$ cat src/hawk_pkg.sv
// table geometry, addresses and types for the hawk init path
// sizes are fixed here; list tail next is 0 (null)
// entry ids start at 1, id 0 is reserved as null
package hawk_pkg;

	localparam int BLK_SIZE   = 64;                    // bytes per line
	localparam int BYTE_BITS  = 8;
	localparam int LINE_BITS  = BLK_SIZE * BYTE_BITS;  // 512
	localparam int BLK_OFS_W  = $clog2(BLK_SIZE);      // byte offset bits in a line
	localparam int TBL_LINES  = 8;                     // att lines + list lines
	localparam int LINE_IDX_W = $clog2(TBL_LINES);

	localparam int ENTRY_ID_W = 16;
	localparam int PPA_W      = 48;

	typedef logic [LINE_BITS-1:0]  line_t;
	typedef logic [BLK_SIZE-1:0]   strb_t;             // one bit per byte
	typedef logic [63:0]           addr_t;
	typedef logic [PPA_W-1:0]      ppa_t;
	typedef logic [ENTRY_ID_W-1:0] entry_id_t;         // 0 is null
	typedef logic [LINE_IDX_W-1:0] line_idx_t;

	// att table, 8 byte entries
	localparam int ATT_ENTRY_SIZE    = 8;
	localparam int ATT_ENTRY_PER_BLK = BLK_SIZE / ATT_ENTRY_SIZE;
	localparam int ATT_ENTRY_CNT     = 32;
	localparam int ATT_LINES         = ATT_ENTRY_CNT / ATT_ENTRY_PER_BLK; // 4
	localparam int ATT_ZPD_W         = ATT_ENTRY_SIZE * BYTE_BITS - PPA_W - 1; // zpd cnt

	// list table, 16 byte entries {rsvd, way, prev, next}
	localparam int LIST_ENTRY_SIZE    = 16;
	localparam int LIST_ENTRY_PER_BLK = BLK_SIZE / LIST_ENTRY_SIZE;
	localparam int LIST_ENTRY_CNT     = 16;
	localparam int LIST_RSVD_W        = LIST_ENTRY_SIZE * BYTE_BITS - 2 * ENTRY_ID_W - PPA_W;

	localparam logic [7:0] FILL_BYTE = 8'hff;          // memory content after reset

	localparam addr_t HAWK_ATT_START  = 64'd0;
	localparam addr_t HAWK_LIST_START = 64'd256;       // memory line 4
	localparam ppa_t  HAWK_PPA_START  = 48'h100;

	typedef enum logic [1:0] {
		CTRL_IDLE,
		CTRL_RUN_ATT,
		CTRL_RUN_LIST,
		CTRL_DONE
	} ctrl_state_t;

	typedef enum logic [2:0] {
		PG_IDLE,
		PG_INIT_ATT,
		PG_WAIT_ATT,
		PG_INIT_LIST,
		PG_WAIT_LIST
	} pgwr_state_t;

endpackage

$ cat src/hawk_ctrl_unit.sv
// sequences att init then list init from one start pulse
// done is sticky so a new start needs a reset first
`timescale 1ns/1ps

module hawk_ctrl_unit (
	input  logic clk_i,
	input  logic rst_ni,
	input  logic start,           // pulse seen only in idle
	input  logic init_att_done,   // sticky from manager
	input  logic init_list_done,  // sticky from manager
	output logic init_att,
	output logic init_list,
	output logic busy,
	output logic done
);
	import hawk_pkg::*;

	ctrl_state_t state_q;
	ctrl_state_t state_d;

	always_comb begin
		state_d = state_q;
		case (state_q)
			CTRL_IDLE: begin
				if (start) state_d = CTRL_RUN_ATT;
			end
			CTRL_RUN_ATT: begin
				if (init_att_done) state_d = CTRL_RUN_LIST; // list after att only
			end
			CTRL_RUN_LIST: begin
				if (init_list_done) state_d = CTRL_DONE;
			end
			default: state_d = CTRL_DONE; // parked until reset
		endcase
	end

	always_ff @(posedge clk_i or negedge rst_ni) begin
		if (!rst_ni) state_q <= CTRL_IDLE;
		else         state_q <= state_d;
	end

	// outputs straight from state
	assign init_att  = (state_q == CTRL_RUN_ATT);
	assign init_list = (state_q == CTRL_RUN_LIST);
	assign busy      = init_att || init_list;
	assign done      = (state_q == CTRL_DONE);

	a_phase_excl: assert property (@(posedge clk_i) disable iff (!rst_ni)
		!(init_att && init_list)) else $error("att and list init requested together");

endmodule

$ cat config.mk
export PLATFORM = sky130hd
export DESIGN_NAME = hawk_ctrl_unit
export DESIGN_NICKNAME = d
export VERILOG_FILES = /design/src/hawk_pkg.sv /design/src/hawk_ctrl_unit.sv
export SDC_FILE = /design/constraint.sdc
export NUM_CORES = 1
export LEC_CHECK = 0
export BUFFER_PORTS_ARGS = -buffer_cell sky130_fd_sc_hd__buf_2
export CAP_MARGIN = 20
export CORE_AREA = 2 2 39 41
export DETAILED_ROUTE_END_ITERATION = 16
export DIE_AREA = 0 0 41 43
export MAX_ROUTING_LAYER = met4
export PLACE_DENSITY = 0.37
export SLEW_MARGIN = 20
export SYNTH_ARGS = -nofsm -noshare
export SYNTH_HDL_FRONTEND = slang
export SYNTH_SLANG_ARGS = --single-unit
$ cat constraint.sdc
create_clock -name clk_i -period 1.1 [get_ports clk_i]
set_input_delay 0.11 -clock clk_i [delete_from_list [all_inputs] [get_ports clk_i]]
set_output_delay 0.11 -clock clk_i [all_outputs]
set_load 0.005 [all_outputs]
==> reports/results.ini <==
[status]
outcome = finished with violations
violations = negative setup slack

[synthesis]
yosysTopAreaCellShare = 0.414
synth_cells = 16
seq_area_frac_synth = 0.276
ys.flop_type = dfrtp_1
synth_nets = 27
synth_area_um2 = 181
synth_edf_count = 0
ys.warnings.count = 0
synth_top_area_cell = ha_1
yosysMostFrequentCell = ha_1
yosysUniqueCellTypes = 6
ys_ff_latch = 2
syn_area_per_cell_um2 = 11.3
yosys-top-cells-count = 6 x ha_1, 4 x inv_1, 2 x dfrtp_1, 2 x mux2i_1
async_flop_share = 1.00
netlist_top_cells_area = ha_1 41%, dfrtp_1 28%, mux2i_1 11%, inv_1 8.3%, o221ai_2 8.3%

[worst_setup_path]
reg2regPathDepth = 6
rrSetupSlack_ps = -90
worstPathMaxFanout = 3
crit_cells = 4
cp_slowest_cell = dfrtp_1
worstSetupPathType = flip-flop to primary output
path_cells = inv_2 > buf_4 > ha_4 > buf_6
worst_ep_arrival_time_ps = 1110
start_kind = flip-flop
path_delay_family = flip-flops
cp.required_ps = 990
timing.critical_path.to = busy
critPathBufInv = 3
endpoint_kind = primary output
r2r-end = state_q[1]$_DFFE_PN0P_
reg2reg_from = state_q[0]$_DFFE_PN0P_
crit_start = state_q[1]$_DFFE_PN0P_
crit_path_max_incr_delay_ps = 370

[floorplan]
die_w_um = 41
rows = 14
ios = 9
dieHeight_um = 43
dieArea_um2 = 1760
core_um2 = 1380
start_util = 0.131

[final_layout]
top_register = state_q
fillCellCount = 139
top_regs = state_q x2
final_cells = 51
post-route-util = 0.305
largest_reg_flops = 2
n_antenna_cell = 0
final_layout_size_suffix_gt1_frac = 0.800
fin_nets = 48
area_delta_synth_final_pct = 132

[pwr]
p_int_mw = 0.202
p_sw_frac = 0.188
clkPwrFrac = 0.652
powerDensity_nw_per_um2 = 591
p_comb_frac = 0.051
net-switching-power_mw = 0.0468
vdd_ir_drop_max_uv = 330
p_leak_nw = 0.180
p_seq_frac = 0.297

[sta]
slew_viol_final = 0
finalSetupViolations = 6
fin_ws_ps = -118
fmax_mhz = 821
hold_viol = 0
fin_crit_ps = 1220
rsz0062_at_grt = true
min_period_over_period = 1.11
worstMarginPinSlew_ps = 204
relSlewSlack = 0.864
skew_ps = 5.96

[clocking]
htree_levels = 1
root_buffer = clkbuf_4
numClockSinks = 2
cts_made_buffers = 3
clkLatencyLatePin_ps = 230
cts_tree = built
clk_path_buf_depth = 2
cts.clk_slew.worst_paths_ps = 30

[place]
port-buffer-count = 8
place_inst = 43
gp_congestion = 0.709

[detailed_routing]
routed_wl_um = 379
avgViaCountPerCell = 3.39
firstDrtPassIters = 2
drc_errors = 0
wl_per_cell_um = 7.43
drtIter0Drc = 2
antenna_left = 0
vias = 173

[global_routing]
grt_max_degree = 4
antenna_found_initial = 0
grt_use_total = 0.0617
grt_pass1_wl_um = 621
grt_pass1_vias = 183
grt-ovfl-total = 0

[run]
cap_viol_max_count = 0

[hold_path]
holdCritPathClass = primary input to asynchronous set/reset pin

-- final cells by class --
cell class	count	area, µm²	area share
clock buffers	3	22.5	0.0534
repair buffers	16	135	0.320
well taps	16	20.0	0.0475
flip-flops and latches	2	51.3	0.122
inverters	4	15.0	0.0356
multi-input cells	10	178	0.421
-- worst register-to-register path: stages, from the launching register on --
cell and delay [ps]:
dfrtp_2 400, inv_2 90, buf_12 110, ha_4 110, inv_2 30, o221ai_4 160
mux2i_1 220
-- per-stage QoR --
step                hold WS (ps)  power [mW]  setup WS, ps  area, µm²  TNS (ps)
floorplan                   -186      0.0755         -48.6        209     -97.2
CTS                          199       0.256          -121        418      -524
detailed placement          -105      0.0836          -159        292      -422
global placement            -107      0.0834          -157        292      -408
finish                       202       0.249          -118        422      -476
global route                 213       0.258          -173        422      -773
-- cell usage in the layout (no fill, tap or decap) --
cell / n
buf_12: 1
buf_2: 6
buf_4: 4
buf_6: 4
clkbuf_4: 3
dfrtp_1: 1
dfrtp_2: 1
dlygate4sd3_1: 1
ha_1: 2
ha_4: 4
inv_2: 4
mux2i_1: 2
nand2b_1: 1
o221ai_4: 1
-- routing by layer --
layer | global-route usage | vias up | part of all wire
met4 | 0.0800 | 0 | 0
met5 | - | - | 0
met3 | 0.0314 | 0 | 0.047
li1 | - | 89 | -
met2 | 0.0969 | 3 | 0.64
met1 | 0.0354 | 81 | 0.31
-- power by group through the flow --
| stage | combinational [mW] | sequential (mW) | clock, mW |
|---|---|---|---|
| floorplan | 0.000521 | 0.0749 | 0 |
| global placement | 0.00845 | 0.0749 | 0 |
| detailed placement | 0.00869 | 0.0749 | 0 |
| CTS | 0.0129 | 0.0741 | 0.169 |
| global route | 0.0138 | 0.0741 | 0.170 |
| finish | 0.0126 | 0.0741 | 0.162 |
-- cell families (layout without fill, tap and decap cells) --
group           after synthesis  in the layout  synth area share
buf+inv                       4             23            0.0827
compound gates                1              1            0.0827
mux                           2              2             0.110
flops                         2              2             0.276
simple gates                  1              1            0.0345
fa+ha+maj                     6              6             0.414
-- what timing repair did --
item,4_1_cts,5_1_grt
gates resized for setup,8,1
hold buffers,1,0
setup buffers,4,0
pin swaps,4,0
setup endpoints to repair,6,6
hold endpoints to repair,2,0
-- worst min path at each step --
stage | slack (ps) | to
2_1_floorplan | -190 | state_q[0]$_DFFE_PN0P_
3_3_place_gp | -110 | state_q[0]$_DFFE_PN0P_
3_5_place_dp | -100 | state_q[0]$_DFFE_PN0P_
4_1_cts | 200 | state_q[1]$_DFFE_PN0P_
5_1_grt | 210 | state_q[1]$_DFFE_PN0P_
6_report | 200 | state_q[1]$_DFFE_PN0P_
No activity file was read; power rests on OpenSTA's default activity.
