### config.mk
export PLATFORM = sky130hd
export DESIGN_NAME = hawk_pgwr_mngr_flat
export DESIGN_NICKNAME = d
export VERILOG_FILES = /design/src/hawk_pkg.sv /design/src/hawk_axi_wr_if.sv /design/src/hawk_pgwr_mngr.sv /design/src/flat_wrapper.sv
export SDC_FILE = /design/constraint.sdc
export NUM_CORES = 1
export LEC_CHECK = 0
export BUFFER_PORTS_ARGS = -buffer_cell sky130_fd_sc_hd__buf_2
export CORE_AREA = 5 5 246 248
export CTS_BUF_LIST = sky130_fd_sc_hd__clkbuf_2
export DETAILED_ROUTE_END_ITERATION = 10
export DIE_AREA = 0 0 251 253
export PLACE_DENSITY = 0.45
export SLEW_MARGIN = 10
export SYNTH_ARGS = -nofsm -noshare
export SYNTH_HDL_FRONTEND = slang
export SYNTH_SLANG_ARGS = --single-unit
export TNS_END_PERCENT = 1
### constraint.sdc
create_clock -name clk_i -period 10.8 [get_ports clk_i]
set_input_delay 0.54 -clock clk_i [delete_from_list [all_inputs] [get_ports clk_i]]
set_output_delay 0.54 -clock clk_i [all_outputs]
set_load 0.005 [all_outputs]
### src/hawk_pkg.sv
// table geometry, addresses and types for the hawk init path
// sizes are fixed here; list tail next is 0 (null)
// entry ids start at 1, id 0 is reserved as null
package hawk_pkg;

	localparam int BLK_SIZE   = 64;                    // bytes per line
	localparam int BYTE_BITS  = 8;
	localparam int LINE_BITS  = BLK_SIZE * BYTE_BITS;  // 512
	localparam int BLK_OFS_W  = $clog2(BLK_SIZE);      // byte offset bits in a line
	localparam int TBL_LINES  = 8;                     // att lines + list lines
	localparam int LINE_IDX_W = $clog2(TBL_LINES);

	localparam int ENTRY_ID_W = 16;
	localparam int PPA_W      = 48;

	typedef logic [LINE_BITS-1:0]  line_t;
	typedef logic [BLK_SIZE-1:0]   strb_t;             // one bit per byte
	typedef logic [63:0]           addr_t;
	typedef logic [PPA_W-1:0]      ppa_t;
	typedef logic [ENTRY_ID_W-1:0] entry_id_t;         // 0 is null
	typedef logic [LINE_IDX_W-1:0] line_idx_t;

	// att table, 8 byte entries
	localparam int ATT_ENTRY_SIZE    = 8;
	localparam int ATT_ENTRY_PER_BLK = BLK_SIZE / ATT_ENTRY_SIZE;
	localparam int ATT_ENTRY_CNT     = 32;
	localparam int ATT_LINES         = ATT_ENTRY_CNT / ATT_ENTRY_PER_BLK; // 4
	localparam int ATT_ZPD_W         = ATT_ENTRY_SIZE * BYTE_BITS - PPA_W - 1; // zpd cnt

	// list table, 16 byte entries {rsvd, way, prev, next}
	localparam int LIST_ENTRY_SIZE    = 16;
	localparam int LIST_ENTRY_PER_BLK = BLK_SIZE / LIST_ENTRY_SIZE;
	localparam int LIST_ENTRY_CNT     = 16;
	localparam int LIST_RSVD_W        = LIST_ENTRY_SIZE * BYTE_BITS - 2 * ENTRY_ID_W - PPA_W;

	localparam logic [7:0] FILL_BYTE = 8'hff;          // memory content after reset

	localparam addr_t HAWK_ATT_START  = 64'd0;
	localparam addr_t HAWK_LIST_START = 64'd256;       // memory line 4
	localparam ppa_t  HAWK_PPA_START  = 48'h100;

	typedef enum logic [1:0] {
		CTRL_IDLE,
		CTRL_RUN_ATT,
		CTRL_RUN_LIST,
		CTRL_DONE
	} ctrl_state_t;

	typedef enum logic [2:0] {
		PG_IDLE,
		PG_INIT_ATT,
		PG_WAIT_ATT,
		PG_INIT_LIST,
		PG_WAIT_LIST
	} pgwr_state_t;

endpackage

### src/hawk_axi_wr_if.sv
// single-beat write path, address and data each one pulse
// no ids, no bursts and no write response
`timescale 1ns/1ps

interface hawk_axi_wr_if;
	import hawk_pkg::*;

	addr_t addr;     // held until data beat done
	line_t data;
	strb_t strb;     // byte enables on data
	logic  awvalid;  // one cycle pulse
	logic  wvalid;   // one cycle pulse
	logic  awready;  // low while an address is pending
	logic  wready;   // high while an address is pending

	modport master (
		output addr,
		output data,
		output strb,
		output awvalid,
		output wvalid,
		input  awready,
		input  wready
	);

	modport slave (
		input  addr,
		input  data,
		input  strb,
		input  awvalid,
		input  wvalid,
		output awready,
		output wready
	);

endinterface

### src/hawk_pgwr_mngr.sv
// page-write manager for the att and list init modes only
// one write in flight of at least 4 cycles and no write response
// done flags stay set until reset
`timescale 1ns/1ps

module hawk_pgwr_mngr (
	input  logic          clk_i,
	input  logic          rst_ni,
	input  logic          init_att,
	input  logic          init_list,
	hawk_axi_wr_if.master wr,
	output logic          init_att_done,
	output logic          init_list_done
);
	import hawk_pkg::*;

	pgwr_state_t state_q;
	pgwr_state_t state_d;
	entry_id_t   cnt_q;          // att line or list entry id
	entry_id_t   cnt_d;
	logic        aw_q;
	logic        aw_d;
	logic        w_q;
	logic        w_d;
	logic        att_done_set;
	logic        list_done_set;
	addr_t       pkt_addr;
	line_t       pkt_data;
	strb_t       pkt_strb;
	addr_t       addr_q;
	line_t       data_q;
	strb_t       strb_q;

	// builds the write packet for att line n or list entry n
	function automatic void build_pkt(input logic list_phase, input entry_id_t n,
		output addr_t addr, output line_t data, output strb_t strb);
		logic [ATT_ENTRY_SIZE*BYTE_BITS-1:0]  att_entry;
		logic [LIST_ENTRY_SIZE*BYTE_BITS-1:0] lst_entry;
		entry_id_t                            idx;
		entry_id_t                            next_id;
		int unsigned                          slot;
		att_entry = {ATT_ZPD_W'(0), ppa_t'(0), 1'b0}; // zpd cnt, way, sts all clear
		idx       = n - 16'd1;                        // list ids start at 1
		slot      = idx % LIST_ENTRY_PER_BLK;
		next_id   = (n == LIST_ENTRY_CNT) ? '0 : n + 16'd1; // tail points to null
		lst_entry = {LIST_RSVD_W'(0), HAWK_PPA_START + ppa_t'(n), idx, next_id};
		if (!list_phase) begin
			addr = HAWK_ATT_START + (addr_t'(n) << BLK_OFS_W);
			data = {ATT_ENTRY_PER_BLK{att_entry}}; // whole line at once
			strb = '1;
		end else begin
			addr = HAWK_LIST_START + (addr_t'(idx / LIST_ENTRY_PER_BLK) << BLK_OFS_W);
			data = line_t'(lst_entry) << (slot * LIST_ENTRY_SIZE * BYTE_BITS);
			strb = strb_t'({LIST_ENTRY_SIZE{1'b1}}) << (slot * LIST_ENTRY_SIZE);
		end
	endfunction

	always_comb begin
		state_d       = state_q;
		cnt_d         = cnt_q;
		aw_d          = 1'b0; // valids are single pulses
		w_d           = 1'b0;
		att_done_set  = 1'b0;
		list_done_set = 1'b0;
		build_pkt(state_q == PG_INIT_LIST, cnt_q, pkt_addr, pkt_data, pkt_strb);
		case (state_q)
			PG_IDLE: begin
				if (init_att && !init_att_done) begin
					state_d = PG_INIT_ATT;
					cnt_d   = '0;    // att line 0
				end else if (init_list && !init_list_done) begin
					state_d = PG_INIT_LIST;
					cnt_d   = 16'd1; // first real entry
				end
			end
			PG_INIT_ATT: begin
				if (wr.awready) begin
					if (cnt_q < ATT_LINES) begin
						aw_d    = 1'b1;
						cnt_d   = cnt_q + 16'd1;
						state_d = PG_WAIT_ATT;
					end else begin
						att_done_set = 1'b1; // all att lines sent
						state_d      = PG_IDLE;
					end
				end
			end
			PG_WAIT_ATT: begin
				if (wr.wready) begin // payload already on the bus
					w_d     = 1'b1;
					state_d = PG_INIT_ATT;
				end
			end
			PG_INIT_LIST: begin
				if (wr.awready) begin
					if (cnt_q <= LIST_ENTRY_CNT) begin
						aw_d    = 1'b1;
						cnt_d   = cnt_q + 16'd1;
						state_d = PG_WAIT_LIST;
					end else begin
						list_done_set = 1'b1;
						state_d       = PG_IDLE;
					end
				end
			end
			PG_WAIT_LIST: begin
				if (wr.wready) begin
					w_d     = 1'b1;
					state_d = PG_INIT_LIST;
				end
			end
			default: state_d = PG_IDLE;
		endcase
	end

	always_ff @(posedge clk_i or negedge rst_ni) begin
		if (!rst_ni) begin
			state_q        <= PG_IDLE;
			cnt_q          <= '0;
			aw_q           <= 1'b0;
			w_q            <= 1'b0;
			init_att_done  <= 1'b0;
			init_list_done <= 1'b0;
		end else begin
			state_q <= state_d;
			cnt_q   <= cnt_d;
			aw_q    <= aw_d;
			w_q     <= w_d;
			if (att_done_set)  init_att_done  <= 1'b1; // sticky
			if (list_done_set) init_list_done <= 1'b1;
		end
	end

	// packet latched with awvalid and held through the data beat
	always_ff @(posedge clk_i) begin
		if (aw_d) begin
			addr_q <= pkt_addr;
			data_q <= pkt_data;
			strb_q <= pkt_strb;
		end
	end

	assign wr.awvalid = aw_q;
	assign wr.wvalid  = w_q;
	assign wr.addr    = addr_q;
	assign wr.data    = data_q;
	assign wr.strb    = strb_q;

	a_no_aw_w_overlap: assert property (@(posedge clk_i) disable iff (!rst_ni)
		!(wr.awvalid && wr.wvalid)) else $error("awvalid and wvalid together");

	a_line_aligned: assert property (@(posedge clk_i) disable iff (!rst_ni)
		wr.awvalid |-> (wr.addr[BLK_OFS_W-1:0] == '0)) else $error("unaligned write address");

endmodule

### src/flat_wrapper.sv
// flat-port wrapper written by rule: the top's interface ports become plain ports
module hawk_pgwr_mngr_flat import hawk_pkg::*;
  (clk_i, rst_ni, init_att, init_list, init_att_done, init_list_done, wr_addr, wr_data, wr_strb, wr_awvalid, wr_wvalid, wr_awready, wr_wready);
  hawk_axi_wr_if wr_i ();
  input  logic clk_i;
  input  logic rst_ni;
  input  logic init_att;
  input  logic init_list;
  output logic init_att_done;
  output logic init_list_done;
  output wire logic [$bits(wr_i.addr)-1:0] wr_addr;
  output wire logic [$bits(wr_i.data)-1:0] wr_data;
  output wire logic [$bits(wr_i.strb)-1:0] wr_strb;
  output wire logic [$bits(wr_i.awvalid)-1:0] wr_awvalid;
  output wire logic [$bits(wr_i.wvalid)-1:0] wr_wvalid;
  input wire logic [$bits(wr_i.awready)-1:0] wr_awready;
  input wire logic [$bits(wr_i.wready)-1:0] wr_wready;
  assign wr_addr = wr_i.addr;
  assign wr_data = wr_i.data;
  assign wr_strb = wr_i.strb;
  assign wr_awvalid = wr_i.awvalid;
  assign wr_wvalid = wr_i.wvalid;
  assign wr_i.awready = wr_awready;
  assign wr_i.wready = wr_wready;
  hawk_pgwr_mngr u_core (.clk_i(clk_i), .rst_ni(rst_ni), .init_att(init_att), .init_list(init_list), .wr(wr_i), .init_att_done(init_att_done), .init_list_done(init_list_done));
endmodule
==> impl_metrics.yaml <==
worst_setup_path:
  timing.rr.start: "u_core.cnt_q[8]"
  ff2ff_setup_slack_ns: 6.01
  crit_slowest_cell: "buf_4"
  critPathMaxStageDelay_ns: 0.84
  crit_path_frequent_cell: "buf_4"
  cp_max_fo: 74
  end_kind: "flip-flop"
  reg2reg_to: "u_core.wr.data[393]"
  critPathBufInv: 3
  critPathTopFamily: "buffers and inverters"
  worstPathRequired_ns: 11.32
  cp.arrival_ns: 5.31
  worstSetupStartpointType: "flip-flop"
  r2r_cells: 9
  path_cells: "inv_1 > ha_1 > nor3b_1 > a41oi_1 > o22ai_1 > a31oi_1 > nor2_4 > buf_4 > buf_4"
  crit_type: "reg -> reg"
route:
  first_pass_iters: 4
  drc: 0
  drt_iter0_drc: 357
  routedWlPerCell_um: 16.37
  viasPerCell: 3.520
  wl_mm: 37.04
  num_vias: 7965
  postRouteAntennaNets: 0
clocking:
  clock-sinks: 231
  cts_setup_buffers: 0
  cts_resized: 0
  clk-insertion-delay-late_ns: 0.96
  path_clk_slew_ns: 0.10
  cts.htree.levels: 3
  cts_buffers: 68
  cts_tree: "built"
  cts_root_buf: "clkbuf_2"
  cts_buffer_depth: 3
global_routing:
  grtUsageTotal_pct: 10.79
  grt_pass1_wl_mm: 50.38
  antenna_found_initial: 3
  grt_max_degree: 75
  overflow: 0
  grt_pass1_vias: 7675
final_layout:
  nets: 1447
  syn_to_final_growth_pct: 8.518
  drive_above_1_share_pct: 28.06
  most-common-layout-cells: "conb_1, buf_2, edfxtp_1, nor2_1, clkbuf_2"
  final_common_cell: "conb_1"
  stdcell_count: 2263
yosys:
  synth_area_leaders: "edfxtp_1, buf_4, nor2_1"
  syn_area_um2: 12910
  synth-edff-count: 208
  ys_ff_latch: 231
  ys.flop_type: "edfxtp_1"
  syn_inst: 1172
  synth_top_area_share_pct: 48.37
  avgSynthCellArea_um2: 11.02
  synthArstFlopShare_pct: 9.957
  yosysTopAreaCell: "edfxtp_1"
  yosysUniqueCellTypes: 61
  seq_area_frac_synth_pct: 52.83
  ys.warnings.count: 0
power:
  internal_power_mw: 1.803
  switchingPower_mw: 1.117
  p_seq_share_pct: 45.2
  peakVddDrop_mv: 0.06848
  clkPwrFrac_pct: 24.7
  pwr-share-comb_pct: 30.0
  sw_frac_of_total_pct: 38.25
  p_per_area_nw_per_um2: 208.4
  p_leak_nw: 6.218
sta:
  worstMarginPinSlew_ns: 1.045
  tns_ns: 0
  skew_ns: 0.1068
  setup_viol: 0
  min_period_over_period_pct: 44.39
  grt_setup_unrepaired: "false"
  timing.fmax_mhz: 208.6
  final-max-slew-violation-count: 0
  fin_crit_ns: 4.794
  hold_viol: 0
  setup_slack_ns: 6.006
  slew-limit-headroom_pct: 30.04
job:
  drv_cap: 0
floorplan:
  rows: 89
  dieWidth_um: 251
  die_y_um: 253
  core_um2: 58240
  dieArea_um2: 63500
  ios: 650
  start_util_pct: 22.17
place:
  dp_hpwl_mm: 27.34
  post-place-ws_ns: 6.067
  place.port_buffers: 281
  placed_cells: 2130
  gp_congestion: 0.7861
run_status:
  status: "completed"
worst_hold_path:
  holdCritPathClass: "in -> async"
[sequential cells by signal, indices dropped and copies added, names as in the netlist]
name,cells
u_core.wr.awvalid,1
u_core.cnt_q,16
u_core.wr.addr,16
u_core.init_att_done,1
u_core.wr.strb,4
u_core.init_list_done,1
u_core.wr.wvalid,1
u_core.state_q,3
u_core.wr.data,188
[power by group through the flow]
| stage | clock network (mW) | logic, mW | registers, mW |
|---|---|---|---|
| 6_report | 0.722 | 0.877 | 1.32 |
| 3_3_place_gp | 0 | 0.894 | 1.35 |
| 4_1_cts | 0.767 | 0.901 | 1.33 |
| 5_1_grt | 0.814 | 0.972 | 1.34 |
| 2_1_floorplan | 0 | 0.613 | 1.36 |
| 3_5_place_dp | 0 | 0.894 | 1.35 |
[cells in the mapped netlist (3+ instances only)]
cell type / number
nor2_1: 157
o21ai_0: 25
nor2b_1: 3
xnor2_1: 20
a21o_1: 6
clkbuf_8: 6
and3_1: 14
nand3_1: 13
and2_1: 46
buf_4: 432
nand2_1: 45
o22ai_1: 4
inv_1: 22
ha_1: 9
o31ai_1: 3
a31oi_1: 6
or3_1: 9
xor2_1: 14
or4_1: 4
dfrtp_1: 23
edfxtp_1: 208
clkbuf_1: 34
nor4_1: 5
nand2b_1: 7
a21oi_1: 7
nor3_1: 6
[metal layers]
metal | vias up | routed length (µm) | track usage (%)
li1 | 3675 | - | -
met1 | 3785 | 14370 | 12.68
met2 | 448 | 18780 | 18.92
met3 | 55 | 3200 | 3.143
met4 | 2 | 686 | 3.696
met5 | - | 7 | 0
[kinds of logic after synthesis]
| family | count (synthesis) | synth area share [%] |
|---|---|---|
| xor+xnor | 36 | 2.558 |
| flops | 231 | 52.83 |
| fa+ha+maj | 9 | 0.8721 |
| simple gates | 326 | 12.23 |
| compound gates | 70 | 3.750 |
| mux | 1 | 0.07752 |
| buf+inv | 498 | 27.66 |
| other cells | 1 | 0.02904 |
[metrics by stage]
| stage | hold slack, ns | cell area [µm²] | total power, mW | util [%] |
|---|---|---|---|---|
| CTS | 0.01783 | 14000 | 2.997 | 24.04 |
| global route | 0.07532 | 14000 | 3.129 | 24.05 |
| finish | 0.1562 | 14010 | 2.920 | 24.06 |
| detailed placement | 0.5415 | 13270 | 2.239 | 22.79 |
| floorplan | 0.2444 | 14310 | 1.969 | - |
| global placement | 0.5455 | 13270 | 2.241 | 22.79 |
[final cells by class]
cell class                 count  area [µm²]
fill                        6296       44230
tap                          773       967.2
sequential                   231        6822
clock inverter                30       211.5
clock buffer                  94       470.5
inverter                      22       82.58
timing repair buffer         295        1524
antenna                        4       10.01
multi-input combinational    814        3925
[repair_timing]
action	4_1_cts	5_1_grt
hold endpoints to repair	32	0
hold buffers	5	0
endpoints found under the setup margin	0	0
[how the worst max path moves through the flow]
stage / endpoint / cells after the start / slack [ns] / startpoint
floorplan: u_core.wr.awvalid / 8 / 2.83 / u_core.cnt_q[8]
detailed placement: u_core.wr.data[174] / 9 / 6.07 / u_core.cnt_q[8]
finish: u_core.wr.data[393] / 9 / 6.01 / u_core.cnt_q[8]
global route: u_core.wr.data[256] / 9 / 5.61 / u_core.cnt_q[8]
global placement: u_core.wr.data[299] / 9 / 6.14 / u_core.cnt_q[8]
CTS: u_core.wr.data[256] / 9 / 5.96 / u_core.cnt_q[8]
[worst reg2reg max path: stages, from the launching register on]
cell and delay (ns):
dfrtp_1 0.54, inv_1 0.21, ha_1 0.24, nor3b_1 0.56, a41oi_1 0.19, o22ai_1 0.34
a31oi_1 0.19, nor2_4 0.55, buf_4 0.64, buf_4 0.85
(Power assumes the default switching activity.)
